File: config.mk
export PLATFORM = sky130hd
export DESIGN_NAME = mem_check_top
export DESIGN_NICKNAME = d
export VERILOG_FILES = /design/src/design/mem_check_pkg.sv /design/src/design/bit_shadow.sv /design/src/design/mem_check_top.sv /design/src/design/np2_addr_split.sv /design/src/design/port_rule_check.sv /design/src/design/read_data_check.sv
export SDC_FILE = /design/constraint.sdc
export NUM_CORES = 1
export LEC_CHECK = 0
export BUFFER_PORTS_ARGS = -buffer_cell sky130_fd_sc_hd__buf_2
export CORE_AREA = 2 2 148 150
export CTS_CLUSTER_DIAMETER = 80
export DETAILED_ROUTE_END_ITERATION = 8
export DIE_AREA = 0 0 150 152
export SLEW_MARGIN = 40
export SYNTH_ARGS = -nofsm -noshare
export SYNTH_HDL_FRONTEND = slang
export SYNTH_HIERARCHICAL = 1
export SYNTH_SLANG_ARGS = --single-unit
File: constraint.sdc
create_clock -name clk -period 6.4 [get_ports clk]
set_input_delay 1.28 -clock clk [delete_from_list [all_inputs] [get_ports clk]]
set_output_delay 1.28 -clock clk [all_outputs]
set_load 0.03 [all_outputs]
File: src/design/mem_check_pkg.sv
`default_nettype none

package mem_check_pkg;

  // logical memory geometry
  localparam int WIDTH   = 16;
  localparam int NUMADDR = 96;
  localparam int BITADDR = 7;

  // banked view, bank count is not a power of two
  localparam int NUMVBNK = 3;
  localparam int BITVBNK = 2;
  localparam int NUMVROW = 32;
  localparam int BITVROW = 5;

  localparam int BITWDTH = 4;  // selects one bit of a word

  // logical ports
  localparam int NUMWRPT = 2;
  localparam int NUMRDPT = 2;

  // ports on each bank
  localparam int NUMBWR  = 2;
  localparam int NUMBRD  = 2;

  typedef logic [BITADDR-1:0] addr_t;
  typedef logic [BITVROW-1:0] row_t;
  typedef logic [BITVBNK-1:0] bank_t;
  typedef logic [WIDTH-1:0]   word_t;
  typedef logic [BITWDTH-1:0] bitsel_t;

endpackage

`default_nettype wire

File: src/design/bit_shadow.sv
`timescale 1ns/100ps
`default_nettype none

module bit_shadow import mem_check_pkg::*; #(
  parameter int SRAM_DELAY = 2
) (
  input  logic    clk,
  input  logic    rst,
  input  logic    write [NUMWRPT],
  input  addr_t   wr_adr [NUMWRPT],
  input  word_t   din [NUMWRPT],
  input  logic    t1_write [NUMVBNK][NUMBWR],
  input  row_t    t1_wr_row [NUMVBNK][NUMBWR],
  input  word_t   t1_din [NUMVBNK][NUMBWR],
  input  addr_t   select_addr,
  input  bitsel_t select_bit,
  input  bank_t   select_bank,
  input  row_t    select_row,
  output logic    lmem_hist,
  output logic    lmem_inv_hist,
  output logic    bmem_hist,
  output logic    bmem_inv_hist
);

  logic lmem;
  logic lmem_inv;
  logic bmem;
  logic bmem_inv;

  // {logical, bank} per stage, stage i is i+1 cycles old
  logic [1:0] mem_pipe [SRAM_DELAY];
  logic [1:0] inv_pipe [SRAM_DELAY];

  // logical view, later port overrides earlier one
  always_ff @(posedge clk) begin
    if (rst) begin
      lmem_inv <= 1'b1;
    end else begin
      for (int p = 0; p < NUMWRPT; p++) begin
        if (write[p] && (wr_adr[p] == select_addr)) begin
          lmem_inv <= 1'b0;
          lmem     <= din[p][select_bit];
        end
      end
    end
  end

  // bank view, only the bank that holds the address
  always_ff @(posedge clk) begin
    if (rst) begin
      bmem_inv <= 1'b1;
    end else begin
      for (int p = 0; p < NUMBWR; p++) begin
        if (t1_write[select_bank][p] && (t1_wr_row[select_bank][p] == select_row)) begin
          bmem_inv <= 1'b0;
          bmem     <= t1_din[select_bank][p][select_bit];
        end
      end
    end
  end

  always_ff @(posedge clk) begin
    mem_pipe[0] <= {lmem, bmem};
    for (int i = 1; i < SRAM_DELAY; i++) begin
      mem_pipe[i] <= mem_pipe[i-1];
    end
  end

  // history starts out invalid so early reads never compare
  always_ff @(posedge clk) begin
    if (rst) begin
      for (int i = 0; i < SRAM_DELAY; i++) begin
        inv_pipe[i] <= 2'b11;
      end
    end else begin
      inv_pipe[0] <= {lmem_inv, bmem_inv};
      for (int i = 1; i < SRAM_DELAY; i++) begin
        inv_pipe[i] <= inv_pipe[i-1];
      end
    end
  end

  // value as seen SRAM_DELAY cycles back
  assign {lmem_hist, bmem_hist}         = mem_pipe[SRAM_DELAY-1];
  assign {lmem_inv_hist, bmem_inv_hist} = inv_pipe[SRAM_DELAY-1];

endmodule

`default_nettype wire

File: src/design/mem_check_top.sv
`timescale 1ns/100ps
`default_nettype none

module mem_check_top import mem_check_pkg::*; #(
  parameter int SRAM_DELAY = 2
) (
  input  logic    clk,
  input  logic    rst,
  input  logic    write [NUMWRPT],
  input  addr_t   wr_adr [NUMWRPT],
  input  word_t   din [NUMWRPT],
  input  logic    read [NUMRDPT],
  input  addr_t   rd_adr [NUMRDPT],
  input  logic    rd_vld [NUMRDPT],
  input  word_t   rd_dout [NUMRDPT],
  input  logic    t1_write [NUMVBNK][NUMBWR],
  input  row_t    t1_wr_row [NUMVBNK][NUMBWR],
  input  word_t   t1_din [NUMVBNK][NUMBWR],
  input  logic    t1_read [NUMVBNK][NUMBRD],
  input  row_t    t1_rd_row [NUMVBNK][NUMBRD],
  input  word_t   t1_dout [NUMVBNK][NUMBRD],
  input  addr_t   select_addr,  // held from reset on
  input  bitsel_t select_bit,
  output logic    err_range,
  output logic    err_conflict,
  output logic    err_rd_vld,
  output logic    err_rd_data,
  output logic    err_bank_data
);

  bank_t select_bank;
  row_t  select_row;
  logic  lmem_hist;
  logic  lmem_inv_hist;
  logic  bmem_hist;
  logic  bmem_inv_hist;

  np2_addr_split np2_addr_split_inst (
    .clk         (clk),
    .rst         (rst),
    .select_addr (select_addr),
    .select_bank (select_bank),
    .select_row  (select_row)
  );

  port_rule_check port_rule_check_inst (
    .clk          (clk),
    .rst          (rst),
    .write        (write),
    .wr_adr       (wr_adr),
    .read         (read),
    .rd_adr       (rd_adr),
    .t1_write     (t1_write),
    .t1_wr_row    (t1_wr_row),
    .err_range    (err_range),
    .err_conflict (err_conflict)
  );

  bit_shadow #(
    .SRAM_DELAY (SRAM_DELAY)
  ) bit_shadow_inst (
    .clk           (clk),
    .rst           (rst),
    .write         (write),
    .wr_adr        (wr_adr),
    .din           (din),
    .t1_write      (t1_write),
    .t1_wr_row     (t1_wr_row),
    .t1_din        (t1_din),
    .select_addr   (select_addr),
    .select_bit    (select_bit),
    .select_bank   (select_bank),
    .select_row    (select_row),
    .lmem_hist     (lmem_hist),
    .lmem_inv_hist (lmem_inv_hist),
    .bmem_hist     (bmem_hist),
    .bmem_inv_hist (bmem_inv_hist)
  );

  read_data_check #(
    .SRAM_DELAY (SRAM_DELAY)
  ) read_data_check_inst (
    .clk           (clk),
    .rst           (rst),
    .read          (read),
    .rd_adr        (rd_adr),
    .rd_vld        (rd_vld),
    .rd_dout       (rd_dout),
    .t1_read       (t1_read),
    .t1_rd_row     (t1_rd_row),
    .t1_dout       (t1_dout),
    .select_addr   (select_addr),
    .select_bit    (select_bit),
    .select_bank   (select_bank),
    .select_row    (select_row),
    .lmem_hist     (lmem_hist),
    .lmem_inv_hist (lmem_inv_hist),
    .bmem_hist     (bmem_hist),
    .bmem_inv_hist (bmem_inv_hist),
    .err_rd_vld    (err_rd_vld),
    .err_rd_data   (err_rd_data),
    .err_bank_data (err_bank_data)
  );

endmodule

`default_nettype wire

File: src/design/np2_addr_split.sv
`timescale 1ns/100ps
`default_nettype none

module np2_addr_split import mem_check_pkg::*; (
  input  logic  clk,
  input  logic  rst,
  input  addr_t select_addr,
  output bank_t select_bank,
  output row_t  select_row
);

  // interleaved mapping, consecutive addresses land in consecutive banks
  assign select_bank = bank_t'(select_addr % NUMVBNK);
  assign select_row  = row_t'(select_addr / NUMVBNK);  // divide by constant

  // tracked address must be a real location and stay put once running
  a_split_range: assert property (
    @(posedge clk) disable iff (rst)
    (select_addr < NUMADDR) && $stable(select_addr)
  );

endmodule

`default_nettype wire

File: src/design/port_rule_check.sv
`timescale 1ns/100ps
`default_nettype none

module port_rule_check import mem_check_pkg::*; (
  input  logic  clk,
  input  logic  rst,
  input  logic  write [NUMWRPT],
  input  addr_t wr_adr [NUMWRPT],
  input  logic  read [NUMRDPT],
  input  addr_t rd_adr [NUMRDPT],
  input  logic  t1_write [NUMVBNK][NUMBWR],
  input  row_t  t1_wr_row [NUMVBNK][NUMBWR],
  output logic  err_range,
  output logic  err_conflict
);

  logic range_hit;
  logic conflict_hit;

  // address space ends at NUMADDR, top codes unused
  always_comb begin
    range_hit = 1'b0;
    for (int p = 0; p < NUMWRPT; p++) begin
      if (write[p] && (wr_adr[p] >= NUMADDR)) begin
        range_hit = 1'b1;
      end
    end
    for (int p = 0; p < NUMRDPT; p++) begin
      if (read[p] && (rd_adr[p] >= NUMADDR)) begin
        range_hit = 1'b1;
      end
    end
  end

  // two write ports of one bank must not target the same row
  always_comb begin
    conflict_hit = 1'b0;
    for (int b = 0; b < NUMVBNK; b++) begin
      for (int i = 0; i < NUMBWR; i++) begin
        for (int j = i + 1; j < NUMBWR; j++) begin
          if (t1_write[b][i] && t1_write[b][j] &&
              (t1_wr_row[b][i] == t1_wr_row[b][j])) begin
            conflict_hit = 1'b1;
          end
        end
      end
    end
  end

  always_ff @(posedge clk) begin
    if (rst) begin
      err_range    <= 1'b0;
      err_conflict <= 1'b0;
    end else begin
      err_range    <= range_hit;
      err_conflict <= conflict_hit;  // one cycle after the offending strobe
    end
  end

  // an x on any strobe or address would show up here
  a_flags_known: assert property (
    @(posedge clk) disable iff (rst)
    !$isunknown({err_range, err_conflict})
  );

endmodule

`default_nettype wire

File: src/design/read_data_check.sv
`timescale 1ns/100ps
`default_nettype none

module read_data_check import mem_check_pkg::*; #(
  parameter int SRAM_DELAY = 2
) (
  input  logic    clk,
  input  logic    rst,
  input  logic    read [NUMRDPT],
  input  addr_t   rd_adr [NUMRDPT],
  input  logic    rd_vld [NUMRDPT],
  input  word_t   rd_dout [NUMRDPT],
  input  logic    t1_read [NUMVBNK][NUMBRD],
  input  row_t    t1_rd_row [NUMVBNK][NUMBRD],
  input  word_t   t1_dout [NUMVBNK][NUMBRD],
  input  addr_t   select_addr,
  input  bitsel_t select_bit,
  input  bank_t   select_bank,
  input  row_t    select_row,
  input  logic    lmem_hist,
  input  logic    lmem_inv_hist,
  input  logic    bmem_hist,
  input  logic    bmem_inv_hist,
  output logic    err_rd_vld,
  output logic    err_rd_data,
  output logic    err_bank_data
);

  logic sel_rd [NUMRDPT];
  logic sel_brd [NUMBRD];
  logic [SRAM_DELAY-1:0] rd_pipe [NUMRDPT];  // msb is due this cycle
  logic [SRAM_DELAY-1:0] brd_pipe [NUMBRD];
  logic vld_miss;
  logic rd_mismatch;
  logic bank_mismatch;

  always_comb begin
    for (int p = 0; p < NUMRDPT; p++) begin
      sel_rd[p] = read[p] && (rd_adr[p] == select_addr);
    end
    for (int q = 0; q < NUMBRD; q++) begin
      sel_brd[q] = t1_read[select_bank][q] && (t1_rd_row[select_bank][q] == select_row);
    end
  end

  // reads overlap, one bit per cycle in flight
  always_ff @(posedge clk) begin
    if (rst) begin
      for (int p = 0; p < NUMRDPT; p++) begin
        rd_pipe[p] <= '0;
      end
      for (int q = 0; q < NUMBRD; q++) begin
        brd_pipe[q] <= '0;
      end
    end else begin
      for (int p = 0; p < NUMRDPT; p++) begin
        rd_pipe[p] <= (rd_pipe[p] << 1) | SRAM_DELAY'(sel_rd[p]);
      end
      for (int q = 0; q < NUMBRD; q++) begin
        brd_pipe[q] <= (brd_pipe[q] << 1) | SRAM_DELAY'(sel_brd[q]);
      end
    end
  end

  always_comb begin
    vld_miss      = 1'b0;
    rd_mismatch   = 1'b0;
    bank_mismatch = 1'b0;
    for (int p = 0; p < NUMRDPT; p++) begin
      if (rd_pipe[p][SRAM_DELAY-1]) begin
        if (!rd_vld[p]) begin
          vld_miss = 1'b1;
        end
        if (!lmem_inv_hist && (rd_dout[p][select_bit] != lmem_hist)) begin
          rd_mismatch = 1'b1;
        end
      end
    end
    for (int q = 0; q < NUMBRD; q++) begin
      if (brd_pipe[q][SRAM_DELAY-1] && !bmem_inv_hist &&
          (t1_dout[select_bank][q][select_bit] != bmem_hist)) begin
        bank_mismatch = 1'b1;
      end
    end
  end

  always_ff @(posedge clk) begin
    if (rst) begin
      err_rd_vld    <= 1'b0;
      err_rd_data   <= 1'b0;
      err_bank_data <= 1'b0;
    end else begin
      err_rd_vld    <= vld_miss;
      err_rd_data   <= rd_mismatch;
      err_bank_data <= bank_mismatch;
    end
  end

  // a selected read answered without rd_vld shows up on err_rd_vld
  for (genvar p = 0; p < NUMRDPT; p++) begin : g_vld_chk
    a_rd_vld: assert property (
      @(posedge clk) disable iff (rst)
      sel_rd[p] ##SRAM_DELAY !rd_vld[p] |=> err_rd_vld
    );
  end

endmodule

`default_nettype wire

After elaboration in Yosys (flattened, before gate mapping)
Memories as Yosys holds them, arrays and structs flattened.
Index checks and enable logic that the tools add are counted.
W data, S select, Z words.
- bits in writable memories: 16
- input port bits: 375
- bits in registers: 9
- logic and storage cells: 146
- output and inout bits: 5
- memories: 4
- bitwise logic cells: 12
- equal/unequal tests: 15
- order comparisons: 6
- divide/modulo/power cells: 2
- reductions and logical operators: 30
- muxes and demuxes: 68
- memory list (name ; depth ; width ; read ports ; clocked after memory_dff ; write ports ; RTL line ; source):
    bit_shadow_inst.inv_pipe ; 2 ; 2 ; 2 ; 0 ; 2 ; bit_shadow.sv:32 ; logic [1:0] inv_pipe [SRAM_DELAY];
    bit_shadow_inst.mem_pipe ; 2 ; 2 ; 2 ; 0 ; 2 ; bit_shadow.sv:31 ; logic [1:0] mem_pipe [SRAM_DELAY];
    read_data_check_inst.brd_pipe ; 2 ; 2 ; 2 ; 0 ; 2 ; read_data_check.sv:32 ; logic [SRAM_DELAY-1:0] brd_pipe [NUMBRD];
    read_data_check_inst.rd_pipe ; 2 ; 2 ; 2 ; 0 ; 2 ; read_data_check.sv:31 ; logic [SRAM_DELAY-1:0] rd_pipe [NUMRDPT];
- operators with widths (kind ; count):
    $bmux W32 S2 ; 2
    $mux W32 ; 4
    $bmux W10 S2 ; 2
    $mux W10 ; 4
    $mux W1 ; 36
    $eq A5 B5 Y1 ; 7
    $bmux W1 S4 ; 8
    $div A7 B2 Y32 const B ; 1
    $mod A7 B2 Y32 const B ; 1
    $eq A7 B7 Y1 ; 4
    $ge A7 B7 Y1 const B ; 4
    $logic_and A1 B1 Y1 ; 24
    $mux W2 ; 10
    $bmux W2 S2 ; 2
    $or A2 B1 Y2 ; 4
    $or A1 B1 Y1 ; 6
    $lt A4 B5 Y1 const B ; 1
    $ne A1 B1 Y1 ; 4
    $reduce_and A2 Y1 ; 2
    $reduce_bool A2 Y1 ; 2
    $ge A3 B3 Y1 const B ; 1
    $not A2 Y3 ; 1
    $logic_not A1 Y1 ; 2
    $not A1 Y1 ; 1

Depth between registers and ports, before layout
- depth after elaboration: 11
- depth in mapped cells: 25
- depth with buffers taken out: 21

Modules after synthesis
The synthesis kept the hierarchy.
- modules (own cells, without submodules) (module ; instances ; cells each ; area each (um^2) ; sequential area each (um^2)):
    bit_shadow ; 1 ; 210 ; 2097.0 ; 260.2
    read_data_check ; 1 ; 173 ; 1976.9 ; 220.2
    np2_addr_split ; 1 ; 73 ; 618.1 ; 0.0
    port_rule_check ; 1 ; 32 ; 255.2 ; 40.0

Least setup slack after synthesis
OpenSTA, ideal clock, no wires.
- path type: input -> register
- start: input port select_addr[5]
- end: register bit_shadow_inst.bmem, enable pin
- arrival time: 5.915 ns
- setup time: 0.300 ns
- data required time: 6.100 ns
- buffers on the path: 4
- stages: 25
- path slack: 0.185 ns
- path through: buf_4 > clkbuf_1 > ha_1 > nor4bb_1 > a2bb2oi_2 > a211oi_4 > nand3_1 > o21ai_0 > ha_1 > nor2_1 > o311ai_4 > xor2_1 > ha_1 > nor2_1 > o21a_1 > o311ai_4 > mux2_4 > buf_6 > buf_6 > nand4b_1 > o221ai_1 > o22ai_1 > or4_4 > o31ai_1 > nor2b_1
- elaborated cells between the ends (all ways): 15
- those cells by class: div (2); eq/ne (2); mux (6); bitwise (1); reduce/logical (4)
- RTL lines (element ; RTL line ; source):
    from (decl) ; mem_check_top.sv:22 ; input addr_t select_addr,
    $div A7 B2 Y32 * ; np2_addr_split.sv:14 ; assign select_row = row_t'(select_addr / NUMVBNK);
    via select_row[1] ; mem_check_top.sv:32 ; row_t select_row;
    $eq A5 B5 Y1 ; bit_shadow.sv:54 ; if (t1_write[select_bank][p] && (t1_wr_row[select_bank][p] == select_row)) begin
    $logic_and A1 B1 Y1 ; bit_shadow.sv:54 ;
    $reduce_bool A2 Y1 (no source line) * ; n/a ;
    $reduce_and A2 Y1 (no source line) * ; n/a ;
    to (signal assigned) ; bit_shadow.sv:56 ; bmem <= t1_din[select_bank][p][select_bit];
    to (decl) ; bit_shadow.sv:27 ; logic bmem;
Mark *: on every way through the listed nets, which the timed path passes. The rest lies on a longest branch. The select of a mux whose other input is x is not followed.
A chain may end at the register's enable or synchronous reset.

Worst setup path in the final report
- start: input port select_addr[6]
- end: register bit_shadow_inst.bmem, enable pin
Same word-level chain as after synthesis.

==> metrics <==
status finished clean; fin crit share 93.54%; Async SR Flop Fraction 0%; Port-buffer cells 379; Worst VDD drop 0.07813 mV; CTS tree done; total global routing overflow 0; HP Class register to register; top post-synthesis cells by area mux4_2 22%, mux2i_1 11%, dfxtp_1 9.3%; Die Area 22800 sq um; Ys Warns 6; hold path cells 0; Post-Route WL 21.34 mm; critical path peak fanout 22; f_max 167.0 MHz; CTS root buffer clkbuf_16; Post-Syn Area 4947 sq um; Max Cap Viol 0; nets 1227; Most used DFF post-synth dfxtp_1; via density per instance 4.891; slew of the pin with the lowest slew margin 0.7969 ns; Clk pwr share 14.7%; CTS resizes 0; final setup TNS 0 ns; Hold Violations, Final 0; Die X 150 um; pwr/cell area 138.7 nW/um^2; residual DRC count 0; FF+latch count, synth 25; clock buffer depth 2; DR WL/cell 18.90 um; Max stage delay on crit path 0.52 ns; startpoint types input port; Worst-Skew Late Latency 0.26 ns; drt pass-1 iters 5; syn_area_per_cell 10.14 sq um; Post-Synthesis Cells 488; RSZ-0062 raised after global routing false; DRT iter0 DRCs 307; H-tree Lvls 1; post-synthesis sequential area ratio 10.52%; sw frac 40.21%; first-pass GRT wire length 31.43 mm; initial antenna violation count 1; Cell variety after synth 76; Clock Sink Count 25; CP Data Arrival Time 5.96 ns; Final Critical Period 5.986 ns; pin count of the biggest net entering global routing 67; crit-path cells buf_2 > ha_1 > nor4bb_1 > a2bb2oi_2 > a211oi_4 > nand3_1 > o21ai_0 > ha_1 > nor2_1 > o311ai_4 > xor2_1 > ha_1 > nor2_1 > o21a_1 > o311ai_4 > buf_4 > xor2_4 > and2b_1 > o2bb2ai_1 > xor2_1 > or4_4 > o31ai_1 > nor2b_1; vias in the first global route 5566; Critical Path End Type register; Slew headroom 46.87%; Syn Nets 866; worst path required time 6.38 ns; Core Region 21350 sq um; Starting Density 23.17%; Crit Path Class input port to register; DP Wirelength 18.48 mm; Vias 5522; Synth top area share 21.85%; Net Switching 0.3997 mW; post-CTS setup buffers 0; Seq pwr share 16.3%; Die Y 152 um; Rows 54; Comb power frac 69.0%; Layout area overhead 44.82%; clk slew on worst S/H paths 0.07 ns; most used cell along the critical path ha_1; Leak 3.244 nW; post-route ant nets 0; Total Power 0.9938 mW; gpl congestion 0.8663; Internal Power 0.5942 mW; share of cells above drive strength 1 55.54%; Clock Skew 0.002614 ns; GRT Util Overall 17.88%; Hold-fix buffers, CTS 0; number of synthesized flops with an enable pin 2; R2R cell count 4; # setup viols final 0; CTS buffer count 3; Yosys top cell by area mux4_2; io pins 380; Max Slew Vio Count 0; critical path's slowest cell or4_4
cells by family after synthesis:
family / share of synthesized area, %
XOR/XNOR: 11.71
adder cells (fa/ha/maj): 0.7588
flip-flops: 10.52
buffers and inverters: 5.716
AO/OA/AOI/OAI: 14.82
multiplexers: 40.36
AND/OR/NAND/NOR: 16.11
registers in the layout (all words and copies together), names as in the netlist, 4 cells and up:
register,count
bit_shadow_inst/mem_pipe,4
read_data_check_inst/brd_pipe,4
bit_shadow_inst/inv_pipe,4
read_data_check_inst/rd_pipe,4
worst max-delay path: cells and delay by family:
kind / cells / cell delay, ns
xor+xnor: 3 / 0.72
fa+ha+maj: 3 / 0.75
buf+inv: 2 / 0.32
compound gates: 8 / 1.13
simple gates: 7 / 1.76
stage by stage:
stage / util, % / cells / area [sq um] / hold slack, ns / setup slack [ns]
final: 33.56 / 1129 / 7164 / 0.3293 / 0.4137
after global routing: 33.56 / 1129 / 7164 / 0.3426 / 0.05287
after CTS: 33.54 / 1128 / 7162 / 0.3297 / 0.4354
after detailed placement: 33.16 / 1124 / 7079 / 0.3136 / 0.1669
after global placement: 33.14 / 1124 / 7076 / 0.3131 / 0.2601
after floorplan: - / 488 / 4947 / 0.3096 / 0.1852
power groups by stage:
| stage | clock, mW | combinational (mW) | sequential (mW) |
|---|---|---|---|
| floorplan | 0 | 0.463 | 0.167 |
| global placement | 0 | 0.687 | 0.166 |
| detailed placement | 0 | 0.692 | 0.166 |
| CTS | 0.151 | 0.695 | 0.162 |
| global route | 0.155 | 0.749 | 0.162 |
| finish | 0.146 | 0.685 | 0.162 |
cells in the mapped netlist, types with 6 or more instances:
master and number:
mux4_1 12, nor2b_1 19, nor4_1 8, a21oi_1 17, nor3b_1 6, nand2_1 24
nand2b_1 12, dfxtp_1 23, nand4_1 12, mux4_2 48, clkbuf_1 7, a31oi_1 8
inv_1 9, nand3_1 11, mux2i_1 54, nor2_1 23, o21ai_0 12, xnor2_1 45
xor2_1 18, buf_4 10, buf_2 12
layer usage:
| layer | routed length [um] | share of wire (%) | global-route usage (%) |
|---|---|---|---|
| met5 | 0 | 0 | 0 |
| met1 | 8754 | 41 | 22.71 |
| met4 | 270 | 1.3 | 2.426 |
| met2 | 11010 | 52 | 32.75 |
| met3 | 1303 | 6.1 | 2.342 |
layout by cell type (no fill, tap or decap), types with 3 or more instances in the layout:
master,netlist,layout
nor4_1,8,8
xnor2_1,45,45
a21oi_1,17,17
clkbuf_16,0,3
xor2_1,18,17
a22oi_1,5,5
nand4_1,12,12
nand2b_1,12,12
nand4b_1,4,4
buf_4,10,14
nand3b_1,5,5
buf_2,12,378
mux2_2,3,3
inv_1,9,9
nor2_1,23,23
a41oi_1,3,3
o221ai_1,4,4
nand2_1,24,24
dfxtp_1,23,23
nor3b_1,6,6
mux4_1,12,12
mux4_2,48,48
mux2i_1,54,54
nor2b_1,19,19
a31oi_1,8,8
ha_1,3,3
nand3_1,11,11
o2bb2ai_1,5,5
o21ai_0,12,12
or2_2,4,4
o211ai_1,4,4
worst paths after layout:
check                                                  from                                            end  slack [ns]
setup / recovery                             select_addr[6]                 bit_shadow_inst/bmem$_DFFE_PP_        0.41
hold / removal       bit_shadow_inst/mem_pipe[0][1]$_DFF_P_         bit_shadow_inst/mem_pipe[0][3]$_DFF_P_        0.33
setup reg to reg  bit_shadow_inst/inv_pipe[0][2]$_SDFF_PP1_  read_data_check_inst/err_bank_data$_SDFF_PP0_        5.33
hold reg to reg      bit_shadow_inst/mem_pipe[0][1]$_DFF_P_         bit_shadow_inst/mem_pipe[0][3]$_DFF_P_        0.33
cell type report:
| type | instances | area (sq um) |
|---|---|---|
| diodes | 1 | 2.502 |
| inverters | 10 | 37.54 |
| flip-flops and latches | 25 | 520.5 |
| clock buffers | 3 | 75.07 |
| fillers | 2234 | 14190 |
| clock inverters | 1 | 7.507 |
| well taps | 280 | 350.3 |
| multi-input cells | 416 | 4163 |
| repair buffers | 393 | 2008 |
(Power assumes the default switching activity.)
